`config.mk`:
```
export PLATFORM = sky130hd
export DESIGN_NAME = tcpStream
export DESIGN_NICKNAME = d
export VERILOG_FILES = /design/src/logic/tcpStreamPkg.sv /design/src/logic/headerFieldIf.sv /design/src/logic/headerWalker.sv /design/src/logic/sessionMatcher.sv /design/src/logic/payloadSteer.sv /design/src/logic/tcpStream.sv
export SDC_FILE = /design/constraint.sdc
export NUM_CORES = 1
export LEC_CHECK = 0
export ABC_AREA = 1
export CORE_MARGIN = 2
export CORE_UTILIZATION = 30
export DETAILED_ROUTE_END_ITERATION = 8
export DONT_BUFFER_PORTS = 1
export PLACE_DENSITY = 0.43
export REMOVE_ABC_BUFFERS = 1
export SYNTH_ARGS = -nofsm -noshare
export SYNTH_HDL_FRONTEND = slang
export SYNTH_SLANG_ARGS = --single-unit
```
`constraint.sdc`:
```
create_clock -name CLOCK -period 2.8 [get_ports CLOCK]
set_input_delay 0.14 -clock CLOCK [delete_from_list [all_inputs] [get_ports CLOCK]]
set_output_delay 0.14 -clock CLOCK [all_outputs]
set_load 0.05 [all_outputs]
```
`src/logic/tcpStreamPkg.sv`:
```
package tcpStreamPkg;

	////////////////////////////////////////
	// basic widths
	////////////////////////////////////////

	typedef logic [7:0]  byteT;
	typedef logic [31:0] ipAddrT;
	typedef logic [15:0] portT;
	typedef logic [15:0] lengthT;	// ip total length, payload remaining

	// which header field the walker is presenting
	typedef enum logic [2:0] {
		fieldNone    = 3'd0,
		fieldSrcIp   = 3'd1,
		fieldDstIp   = 3'd2,
		fieldSrcPort = 3'd3,
		fieldDstPort = 3'd4
	} fieldSelT;

	// walker states, each counting bytes within its section
	typedef enum logic [6:0] {
		walkIdle     = 7'd0,
		walkMac      = 7'd1,	// dst + src mac, 12 bytes
		walkType0    = 7'd2,
		walkType1    = 7'd3,
		walkVlan     = 7'd4,	// rest of 802.1Q tag
		walkIpFixed  = 7'd5,
		walkIpOpt    = 7'd6,
		walkTcpFixed = 7'd7,
		walkTcpOpt   = 7'd8,
		walkPayload  = 7'd9
	} walkStateT;

	////////////////////////////////////////
	// protocol constants
	////////////////////////////////////////

	parameter byteT etherTypeIpv4Hi = 8'h08;
	parameter byteT etherTypeIpv4Lo = 8'h00;
	parameter byteT etherTypeVlanHi = 8'h81;	// 0x8100 tpid

	parameter byteT ipProtoTcp = 8'h06;

	// 20 bytes ip + 20 bytes tcp, no options
	parameter lengthT ipTcpBaseHeaderBytes = 16'd40;

	parameter logic [3:0] tcpBaseDataOffset = 4'd5;
	parameter logic [3:0] ipBaseHeaderWords = 4'd5;	// ihl with no options

	parameter int defaultNumSessions = 4;

endpackage

```
`src/logic/headerFieldIf.sv`:
```
interface headerFieldIf;
	import tcpStreamPkg::*;

	// one byte of an address or port field per valid cycle
	logic       fieldValid;
	fieldSelT   fieldSel;
	logic [1:0] byteIndex;	// 0 = most significant byte
	byteT       fieldByte;

	modport walker (
		output fieldValid,
		output fieldSel,
		output byteIndex,
		output fieldByte
	);

	modport matcher (
		input fieldValid,
		input fieldSel,
		input byteIndex,
		input fieldByte
	);

endinterface

```
`src/logic/headerWalker.sv`:
```
module headerWalker (
	input  logic                CLOCK,
	input  logic                rstN,
	input  logic                newPkt,
	input  logic                dataValid,
	input  tcpStreamPkg::byteT  data,
	headerFieldIf.walker        fieldBus,
	output tcpStreamPkg::byteT  payloadByte,
	output logic                payloadValid,
	output logic                headerDone
);
	import tcpStreamPkg::*;

	walkStateT  state;
	logic [4:0] byteCnt;	// byte position inside the current section
	logic [3:0] hdrWords;	// ihl, then tcp data offset, counted down over options
	lengthT     remaining;	// payload bytes still to come
	byteT       lenHi;		// upper byte of ip total length

	logic inFrame;
	logic wordEnd;
	logic optLast;
	logic hdrLast;

	assign inFrame = dataValid && !newPkt;
	assign wordEnd = (byteCnt[1:0] == 2'd3);

	// last option word once hdrWords is one above the base size
	// ihl and data offset share the same five word base
	assign optLast = (hdrWords == tcpBaseDataOffset + 4'd1);

	////////////////////////////////////////
	// byte position state machine
	////////////////////////////////////////

	always_ff @(posedge CLOCK or negedge rstN) begin
		if (!rstN) begin
			state     <= walkIdle;
			byteCnt   <= '0;
			hdrWords  <= '0;
			remaining <= '0;
		end else if (newPkt) begin
			state   <= walkMac;
			byteCnt <= dataValid ? 5'd1 : 5'd0;	// strobe byte is mac byte 0
		end else if (dataValid) begin
			byteCnt <= byteCnt + 5'd1;
			case (state)
				walkMac: begin
					if (byteCnt == 5'd11) begin
						state   <= walkType0;
						byteCnt <= '0;
					end
				end
				walkType0: begin
					byteCnt <= '0;
					if (data == etherTypeVlanHi)
						state <= walkVlan;
					else if (data == etherTypeIpv4Hi)
						state <= walkType1;
					else
						state <= walkIdle;
				end
				walkType1: begin
					byteCnt <= '0;
					state   <= (data == etherTypeIpv4Lo) ? walkIpFixed : walkIdle;
				end
				walkVlan: begin
					// tpid low byte and tci, then another ethertype
					if (byteCnt == 5'd2) begin
						state   <= walkType0;
						byteCnt <= '0;
					end
				end
				walkIpFixed: begin
					if (byteCnt == 5'd0)
						hdrWords <= data[3:0];
					if (byteCnt == 5'd3)
						remaining <= {lenHi, data} - ipTcpBaseHeaderBytes;
					if (byteCnt == 5'd9 && data != ipProtoTcp)
						state <= walkIdle;
					if (byteCnt == 5'd19) begin
						byteCnt <= '0;
						state   <= (hdrWords == ipBaseHeaderWords) ? walkTcpFixed : walkIpOpt;
					end
				end
				walkIpOpt: begin
					remaining <= remaining - 16'd1;	// options were counted as payload
					if (wordEnd) begin
						hdrWords <= hdrWords - 4'd1;
						byteCnt  <= '0;
						if (optLast)
							state <= walkTcpFixed;
					end
				end
				walkTcpFixed: begin
					if (byteCnt == 5'd12)
						hdrWords <= data[7:4];	// data offset
					if (byteCnt == 5'd19) begin
						byteCnt <= '0;
						if (hdrWords != tcpBaseDataOffset)
							state <= walkTcpOpt;
						else if (remaining != '0)
							state <= walkPayload;
						else
							state <= walkIdle;
					end
				end
				walkTcpOpt: begin
					remaining <= remaining - 16'd1;
					if (wordEnd) begin
						hdrWords <= hdrWords - 4'd1;
						byteCnt  <= '0;
						if (optLast)
							state <= (remaining != 16'd1) ? walkPayload : walkIdle;
					end
				end
				walkPayload: begin
					remaining <= remaining - 16'd1;
					if (remaining == 16'd1)
						state <= walkIdle;
				end
				default: begin
					byteCnt <= '0;	// wait for next frame
				end
			endcase
		end
	end

	always_ff @(posedge CLOCK) begin
		if (dataValid && state == walkIpFixed && byteCnt == 5'd2)
			lenHi <= data;
	end

	////////////////////////////////////////
	// outputs
	////////////////////////////////////////

	// header finished with payload to follow
	assign hdrLast = (state == walkTcpFixed && byteCnt == 5'd19
			&& hdrWords == tcpBaseDataOffset && remaining != '0)
		|| (state == walkTcpOpt && wordEnd && optLast && remaining != 16'd1);

	assign headerDone   = inFrame && hdrLast;
	assign payloadByte  = data;
	assign payloadValid = inFrame && (state == walkPayload);

	always_comb begin
		fieldBus.fieldValid = 1'b0;
		fieldBus.fieldSel   = fieldNone;
		fieldBus.byteIndex  = byteCnt[1:0];
		fieldBus.fieldByte  = data;
		if (inFrame && state == walkIpFixed && byteCnt >= 5'd12) begin
			fieldBus.fieldValid = 1'b1;
			fieldBus.fieldSel   = (byteCnt < 5'd16) ? fieldSrcIp : fieldDstIp;
		end
		if (inFrame && state == walkTcpFixed && byteCnt < 5'd4) begin
			fieldBus.fieldValid = 1'b1;
			fieldBus.fieldSel   = byteCnt[1] ? fieldDstPort : fieldSrcPort;
			fieldBus.byteIndex  = {1'b0, byteCnt[0]};	// ports are two bytes
		end
	end

endmodule

```
`src/logic/sessionMatcher.sv`:
```
module sessionMatcher #(
	parameter int numSessions = tcpStreamPkg::defaultNumSessions
) (
	input  logic                   CLOCK,
	input  logic                   rstN,
	headerFieldIf.matcher          fieldBus,
	input  tcpStreamPkg::ipAddrT   sessSrcIp [numSessions],
	input  tcpStreamPkg::ipAddrT   sessDstIp [numSessions],
	input  tcpStreamPkg::portT     sessSrcPort [numSessions],
	input  tcpStreamPkg::portT     sessDstPort [numSessions],
	output logic [numSessions-1:0] matchVector,
	output tcpStreamPkg::ipAddrT   tcpSrcIp,
	output tcpStreamPkg::ipAddrT   tcpDstIp,
	output tcpStreamPkg::portT     tcpSrcPort,
	output tcpStreamPkg::portT     tcpDstPort
);
	import tcpStreamPkg::*;

	// flags 0-3 src ip, 4-7 dst ip, 8-9 src port, 10-11 dst port
	logic [11:0] cmpFlags [numSessions];
	byteT        expByte [numSessions];
	logic [3:0]  flagBase;
	logic [3:0]  flagIdx;
	logic [4:0]  ipShift;
	logic [3:0]  portShift;

	assign ipShift   = {~fieldBus.byteIndex, 3'b000};
	assign portShift = {~fieldBus.byteIndex[0], 3'b000};
	assign flagIdx   = flagBase + {2'b00, fieldBus.byteIndex};

	always_comb begin
		case (fieldBus.fieldSel)
			fieldDstIp:   flagBase = 4'd4;
			fieldSrcPort: flagBase = 4'd8;
			fieldDstPort: flagBase = 4'd10;
			default:      flagBase = 4'd0;
		endcase
	end

	// the table byte each session expects at this position
	always_comb begin
		for (int s = 0; s < numSessions; s++) begin
			case (fieldBus.fieldSel)
				fieldSrcIp:   expByte[s] = sessSrcIp[s][ipShift +: 8];
				fieldDstIp:   expByte[s] = sessDstIp[s][ipShift +: 8];
				fieldSrcPort: expByte[s] = sessSrcPort[s][portShift +: 8];
				default:      expByte[s] = sessDstPort[s][portShift +: 8];
			endcase
		end
	end

	always_ff @(posedge CLOCK or negedge rstN) begin
		if (!rstN) begin
			for (int s = 0; s < numSessions; s++)
				cmpFlags[s] <= '0;
		end else if (fieldBus.fieldValid) begin
			for (int s = 0; s < numSessions; s++)
				cmpFlags[s][flagIdx] <= (fieldBus.fieldByte == expByte[s]);
		end
	end

	always_comb begin
		for (int s = 0; s < numSessions; s++)
			matchVector[s] = &cmpFlags[s];	// all twelve bytes equal
	end

	////////////////////////////////////////
	// four-tuple of the current frame
	////////////////////////////////////////

	always_ff @(posedge CLOCK) begin
		if (fieldBus.fieldValid) begin
			case (fieldBus.fieldSel)
				fieldSrcIp:   tcpSrcIp[ipShift +: 8] <= fieldBus.fieldByte;
				fieldDstIp:   tcpDstIp[ipShift +: 8] <= fieldBus.fieldByte;
				fieldSrcPort: tcpSrcPort[portShift +: 8] <= fieldBus.fieldByte;
				fieldDstPort: tcpDstPort[portShift +: 8] <= fieldBus.fieldByte;
				default: ;
			endcase
		end
	end

endmodule

```
`src/logic/payloadSteer.sv`:
```
module payloadSteer #(
	parameter int numSessions = tcpStreamPkg::defaultNumSessions
) (
	input  logic                   CLOCK,
	input  logic                   rstN,
	input  tcpStreamPkg::byteT     payloadByte,
	input  logic                   payloadValid,
	input  logic                   headerDone,
	input  logic [numSessions-1:0] matchVector,
	output tcpStreamPkg::byteT     outData,
	output logic                   outPayload,
	output logic                   outNewPkt,
	output logic [numSessions-1:0] outMatch
);

	////////////////////////////////////////
	// one register stage to the outputs
	////////////////////////////////////////

	always_ff @(posedge CLOCK or negedge rstN) begin
		if (!rstN) begin
			outPayload <= 1'b0;
			outNewPkt  <= 1'b0;
			outMatch   <= '0;
		end else begin
			outPayload <= payloadValid;
			outNewPkt  <= headerDone;	// last header byte, payload follows
			// session flags only ride on payload bytes
			outMatch   <= payloadValid ? matchVector : '0;
		end
	end

	// data byte follows the input every cycle
	always_ff @(posedge CLOCK) begin
		outData <= payloadByte;
	end

endmodule

```
`src/logic/tcpStream.sv`:
```
module tcpStream #(
	parameter int numSessions = tcpStreamPkg::defaultNumSessions
) (
	input  logic                   CLOCK,
	input  logic                   rstN,
	input  logic                   newPkt,
	input  logic                   dataValid,
	input  tcpStreamPkg::byteT     data,
	input  tcpStreamPkg::ipAddrT   sessSrcIp [numSessions],
	input  tcpStreamPkg::ipAddrT   sessDstIp [numSessions],
	input  tcpStreamPkg::portT     sessSrcPort [numSessions],
	input  tcpStreamPkg::portT     sessDstPort [numSessions],
	output tcpStreamPkg::byteT     outData,
	output logic                   outPayload,
	output logic                   outNewPkt,
	output logic [numSessions-1:0] outMatch,
	output tcpStreamPkg::ipAddrT   tcpSrcIp,
	output tcpStreamPkg::ipAddrT   tcpDstIp,
	output tcpStreamPkg::portT     tcpSrcPort,
	output tcpStreamPkg::portT     tcpDstPort
);
	import tcpStreamPkg::*;

	headerFieldIf fieldBus ();

	byteT                   payloadByte;
	logic                   payloadValid;
	logic                   headerDone;
	logic [numSessions-1:0] matchVector;

	headerWalker walker (
		.CLOCK        (CLOCK),
		.rstN         (rstN),
		.newPkt       (newPkt),
		.dataValid    (dataValid),
		.data         (data),
		.fieldBus     (fieldBus.walker),
		.payloadByte  (payloadByte),
		.payloadValid (payloadValid),
		.headerDone   (headerDone)
	);

	sessionMatcher #(.numSessions(numSessions)) matcher (
		.CLOCK       (CLOCK),
		.rstN        (rstN),
		.fieldBus    (fieldBus.matcher),
		.sessSrcIp   (sessSrcIp),
		.sessDstIp   (sessDstIp),
		.sessSrcPort (sessSrcPort),
		.sessDstPort (sessDstPort),
		.matchVector (matchVector),
		.tcpSrcIp    (tcpSrcIp),
		.tcpDstIp    (tcpDstIp),
		.tcpSrcPort  (tcpSrcPort),
		.tcpDstPort  (tcpDstPort)
	);

	payloadSteer #(.numSessions(numSessions)) steer (
		.CLOCK        (CLOCK),
		.rstN         (rstN),
		.payloadByte  (payloadByte),
		.payloadValid (payloadValid),
		.headerDone   (headerDone),
		.matchVector  (matchVector),
		.outData      (outData),
		.outPayload   (outPayload),
		.outNewPkt    (outNewPkt),
		.outMatch     (outMatch)
	);

endmodule

```
======== Word-level counts from Yosys, hierarchy flattened ========
Cells that the tools add are included.
storage, ports and cells
  flip-flop bits (word level) ............. 198
  bits in latches ......................... 0
  memory bits (writable) .................. 0
  memory bits (read-only) ................. 0
  input bits .............................. 396
  output and inout port bits .............. 110
  word-level logic and storage cells ...... 194
  memories ................................ 0
cells by class
  add/sub/neg operators ................... 7
  multiply operators ...................... 0
  div/mod/pow operators ................... 0
  $lt $le $gt $ge ......................... 5
  eq/ne operators ......................... 45
  shifts and indexed selects .............. 20
  multiplexer cells ....................... 57
  bitwise gates (word level) .............. 3
  reduce and logical (&&, ||, !) cells .... 40
operators with widths
  cell                                                                      number
  32-bit by 6-bit indexed part select with 8-bit output                     8
  16-bit by 5-bit indexed part select with 8-bit output                     8
  7-bit two-way mux                                                         14
  8-bit one-hot mux with 3 select lines                                     4
  32-bit bitwise mux                                                        2
  7-bit one-hot mux with 9 select lines                                     1
  12-bit bitwise mux                                                        4
  12-bit AND reduction                                                      4
  16-bit bitwise mux                                                        2
  8-bit == test                                                             4
  16-bit one-hot mux with 2 select lines                                    1
  8-bit by 7-bit variable shift with 32-bit output, first input constant    1
  8-bit by 7-bit indexed part select with 32-bit output                     1
  5-bit two-way mux                                                         6
  7-bit by 3-bit == test with 1-bit output, second input constant           4
  5-bit one-hot mux with 5 select lines                                     1
  4-bit two-way mux                                                         6
  3-bit by 2-bit inequality test with 1-bit output, second input constant   8
  4-bit one-hot mux with 3 select lines                                     2
  1-bit logical AND                                                         17
  16-bit by 1-bit == test with 1-bit output, second input constant          1
  16-bit two-way mux                                                        1
  16-bit by 1-bit inequality test with 1-bit output, second input constant  1
  16-bit nonzero test                                                       1
  other kinds (50)                                                          75

======== Logic depth before layout (Yosys ltp) ========
  word-level depth ........................ 14
  depth in mapped cells ................... 19
  depth with buffers taken out ............ 17

======== Modules after synthesis ========
Synthesis repeated with hierarchy kept, for this count alone.
second synthesis, totals
  cell total of the unflattened synthesis .. 1956
  area, all modules ....................... 13799.5 um^2
by module, submodules not included
  module          instances  cells an instance  area each (um^2)  sequential area each (um^2)
  sessionMatcher  1          1448               10273.6           4083.9
  headerWalker    1          486                3185.6            965.9
  payloadSteer    1          22                 340.3             310.3

======== Worst setup path after synthesis ========
Ideal clock, no wire load.
  kind .................................... register to register
  start ................................... register walker.byteCnt[0]
  end ..................................... register walker.lenHi[0], enable pin
  library setup time ...................... 0.383 ns
  data arrival time ....................... 2.225 ns
  required time ........................... 2.417 ns
  path slack .............................. 0.191 ns
  stages on the path, launching flop included .. 8
  path buffers ............................ 3
  period minus slack after synthesis ...... 2.609 ns
  path through ............................ dfrtp_1 buf_2 inv_1 buf_2 buf_1 ha_1 nand3_1 nor3_1
on the way
  longest elaborated chain between the ends .. 2
ends and longest elaborated chain
  element                                   line                 source
  from (decl)                               headerWalker.sv:15   logic [4:0] byteCnt;
  from (signal assigned)                    headerWalker.sv:44   byteCnt <= dataValid ? 5'd1 : 5'd0;
  from (signal assigned)                    headerWalker.sv:46   byteCnt <= byteCnt + 5'd1;
  5-bit by 2-bit == test with 1-bit output  headerWalker.sv:130  if (dataValid && state == walkIpFixed && byteCnt == 5'd2)
  1-bit logical AND                         headerWalker.sv:130
  to (signal assigned)                      headerWalker.sv:131  lenHi <= data;
  to (decl)                                 headerWalker.sv:18   byteT lenHi;
Every way passes these cells.
A chain may end at the register's enable or synchronous reset.

======== Worst setup path in the final report ========
  start ................................... register walker.state[1]
  end ..................................... register matcher.cmpFlags[44] (netlist name)
on the way
  longest elaborated chain between the ends .. 13
  elaborated cells on any way between the ends .. 28
  those cells by class .................... add/sub (1); order compare (2); eq/ne (7); shift (2); mux (10); bitwise (1); reduce/logical (5)
ends and longest elaborated chain
  element                                                                                                                                        line                                        source
  from (decl)                                                                                                                                    headerWalker.sv:14                          walkStateT state;
  from (signal assigned)                                                                                                                         headerWalker.sv:38                          state <= walkIdle;
  from (signal assigned)                                                                                                                         headerWalker.sv:43                          state <= walkMac;
  from (signal assigned)                                                                                                                         headerWalker.sv:50                          state <= walkType0;
  7-bit by 3-bit == test with 1-bit output                                                                                                       headerWalker.sv:152                         if (inFrame && state == walkIpFixed && byteCnt >= 5'd12) begin
  1-bit logical AND (2 in a row)                                                                                                                 headerWalker.sv:152
  3-bit two-way mux                                                                                                                              headerWalker.sv:152
  3-bit two-way mux                                                                                                                              headerWalker.sv:156                         if (inFrame && state == walkTcpFixed && byteCnt < 5'd4) begin
  3-bit == test or 3-bit by 2-bit == test with 1-bit output (tied branches)                                                                      sessionMatcher.sv:32, sessionMatcher.sv:43
  4-bit one-hot mux with 3 select lines                                                                                                          sessionMatcher.sv:32                        case (fieldBus.fieldSel)
  4-bit by 2-bit adder with 4-bit output                                                                                                         sessionMatcher.sv:29                        assign flagIdx = flagBase + {2'b00, fieldBus.byteIndex};
  4-bit by 5-bit less-than comparator with 1-bit output (implied by the code) or 4-bit by 1-bit >= comparator with 1-bit output (tied branches)  sessionMatcher.sv:58                        cmpFlags[s][flagIdx] <= (fieldBus.fieldByte == expByte[s]);
  1-bit logical AND (implied by the code)                                                                                                        sessionMatcher.sv:58
  1-bit two-way mux (implied by the code)                                                                                                        sessionMatcher.sv:58
  1-bit demux with 4-bit select                                                                                                                  --
  12-bit bitwise mux                                                                                                                             sessionMatcher.sv:58
  to (signal, indexed assignment)                                                                                                                sessionMatcher.sv:58
  to (decl)                                                                                                                                      sessionMatcher.sv:20                        logic [11:0] cmpFlags [numSessions];
Several ways; a longest one is shown, not always the timed one.

==> qor.yml <==
fin_util_pct: 36.3
via_count: 13529
max_stage_delay_ns: 0.42
p_per_area_nw_per_um2: 457
min_path_type: "in2reg"
synth_seq_area_share_pct: 41.6
layout_min_cycle_time_ns: 2.67
worstPathRequired_ns: 3.19
synth_flop_cell: "edfxtp_1"
area_delta_synth_final_pct: 18.6
hold_viol: 0
fin_skew_ns: 0.0232
die_h_um: 211
period_share_pct: 95.2
most-common-layout-cells: "574 x nand2_1, 323 x nand3_1, 138 x nand4_1, 104 x edfxtp_1, 101 x nor2_1"
final_common_cell: "nand2_1"
arrival_ns: 3.06
ant_nets: 0
slowest_stage: "dfrtp_1"
crit_fanout: 19
final-max-slew-violation-count: 0
drt_iter0_drc: 1270
synth_edf_count: 104
fmax_mhz: 375
report.final.setup_viol: 0
crit_path_start_kind: "flip-flop"
cts.sinks: 195
max_slew.worst_pin.slew_ns: 0.767
slew_headroom_pct: 48.7
clk-insertion-delay-late_ns: 0.46
crit_type: "reg2reg"
grt_antenna_before_repair: 6
fin_cells: 2362
path_cells: "inv_2, nand2_4, nor2_4, nand3_4, buf_12, clkbuf_16, nand2_1, nand3_1, nand3_1, nand3_1, nand2_1, nand2_1, nand2_1, nand2_2, nor2_4, clkbuf_16, nand3_1, nand2_1"
cts.path.max_buffers: 2
routed_wl_um: 63900
dp_cells: 2290
grt_pass1_wl_um: 88900
r2r_cells: 18
drcViolationCount: 0
syn_inst: 1783
hold_path_end: "matcher.tcpSrcPort[2]"
coreArea_um2: 42100
clk_pin_slew_ns: 0.08
timing.rr.end: "matcher.cmpFlags[44]"
async_reset_ff_share_pct: 42.6
ff2ff_setup_slack_ns: 0.13
fin_nets: 2218
start_util_pct: 30.6
grt_max_degree: 84
h-tree-depth: 4
synth.distinct_cells: 44
ys_ff_latch: 195
cts_root_buffer: "clkbuf_16"
status: "finished, final reports clean"
gp_congestion: 0.954
regToRegStartpoint: "walker.state[1]"
min_from: "data[2]"
firstDrtPassIters: 5
cts_tree: "built"
postSynthAreaPerCell_um2: 7.23
grt_pass1_vias: 13238
rsz0062_at_grt: "yes"
min_path_cells: 2
yosys_warnings: 0
viasPerCell: 5.73
critPathTopFamily: "simple AND/OR/NAND/NOR gates"
row_count: 75
grt-ovfl-total: 0
crit_top_cell: "nand2_1"
wire_per_inst_um: 27.0
die_x_um: 211
whs_ns: 0.0273
ios: 506
grt_use_total_pct: 27.1
path_buf_inv: 4
design.die.area_um2: 44600
netlist_area_um2: 12900
numCtsBuffers: 17
power_leakage_nw: 6.51
portBuffers: 0
drive_gt1_share_pct: 11.4
p_total_mw: 6.99
dpl.hpwl_um: 45600
peakVddDrop_uv: 498
drv_cap: 0
end_kind: "flip-flop"
[report_power, final]
part / internal, mW / switching (mW) / total [mW] / leakage [nW]
combinational: 0.429 / 0.805 / 1.23 / 4.10
sequential: 3.11 / 0.0965 / 3.20 / 2.11
clock: 1.29 / 1.26 / 2.55 / 0.298
[how the worst max path moves through the flow]
stage | from | end | cells past startpoint
floorplan | walker.byteCnt[0] | matcher.cmpFlags[12] | 12
global placement | walker.state[3] | matcher.cmpFlags[30] | 18
detailed placement | walker.state[3] | matcher.cmpFlags[33] | 18
CTS | walker.state[3] | matcher.cmpFlags[32] | 18
global route | walker.state[1] | matcher.cmpFlags[43] | 18
finish | walker.state[1] | matcher.cmpFlags[44] | 18
[synth_stat cells (3+ instances only)]
| master | number | area [um2] |
|---|---|---|
| ha_1 | 18 | 225 |
| buf_1 | 19 | 71.3 |
| nor2_2 | 9 | 56.3 |
| nor2_4 | 5 | 56.3 |
| o211ai_1 | 7 | 52.6 |
| nand2_2 | 3 | 18.8 |
| edfxtp_1 | 104 | 3120 |
| nand2_1 | 582 | 2180 |
| o311ai_0 | 3 | 26.3 |
| a21oi_1 | 11 | 55.1 |
| a22oi_1 | 3 | 22.5 |
| inv_2 | 6 | 22.5 |
| a31oi_1 | 3 | 18.8 |
| clkbuf_1 | 58 | 218 |
| dfrtp_1 | 83 | 2080 |
| nand4_1 | 138 | 863 |
| dfxtp_1 | 8 | 160 |
| buf_4 | 15 | 113 |
| nor4_1 | 8 | 50.1 |
| nor3_1 | 20 | 100 |
| nand3b_1 | 3 | 22.5 |
| o22ai_1 | 5 | 31.3 |
| buf_2 | 27 | 135 |
| o2bb2ai_1 | 32 | 280 |
| nor2_1 | 102 | 383 |
| o21ai_0 | 37 | 185 |
| inv_1 | 102 | 383 |
| nand3_1 | 342 | 1710 |
| xor2_1 | 10 | 87.6 |
[area by class of cell]
cell class,instances,area [um2]
clock inverter,15,180
timing repair buffer,121,1460
clock buffer,17,425
fill,4417,26800
antenna,6,15.0
tap,539,674
sequential,195,5370
multi-input combinational,1359,6750
inverter,110,418
[what timing repair did]
item / 4_1_cts / 5_1_grt
endpoints found under the hold margin: 134 / 0
setup endpoints to repair: 0 / 48
hold buffers: 12 / 0
setup buffers: 0 / 9
gates resized for setup: 0 / 44
[state kept, by name, summed over array words and instances, names as in the netlist, 5 cells and up]
signal and flops:
steer.outData 8, walker.lenHi 8, matcher.tcpSrcPort 16, matcher.tcpDstPort 16
walker.byteCnt 5, matcher.tcpSrcIp 32, matcher.tcpDstIp 32, walker.remaining 16
matcher.cmpFlags 48
[cell families after synthesis]
kind of cell               share of synthesized area, %
buffers and inverters                              7.37
other                                            0.0291
and+or+nand+nor                                    42.5
adders and majority gates                          1.75
AOI/OAI and AO/OA                                  5.99
DFF                                                41.6
xor gates and xnor gates                          0.815
[routing by layer]
metal / vias to the layer above / global-route usage, % / wire length (um)
li1: 6177 / - / -
met1: 6499 / 32.8 / 25300
met2: 742 / 46.6 / 30800
met3: 111 / 7.11 / 5410
met4: 0 / 9.23 / 2370
met5: - / 0 / 0
[through the flow]
step	worst slack (ns)	instance area (um2)	TNS (ns)
2_1_floorplan	-3.31	12400	-577.90
3_3_place_gp	0.151	14000	0
3_5_place_dp	0.129	14000	0
4_1_cts	0.0980	14700	0
5_1_grt	-0.0482	15300	-0.322
6_report	0.135	15300	0
Power figures use the tool's default switching activity.
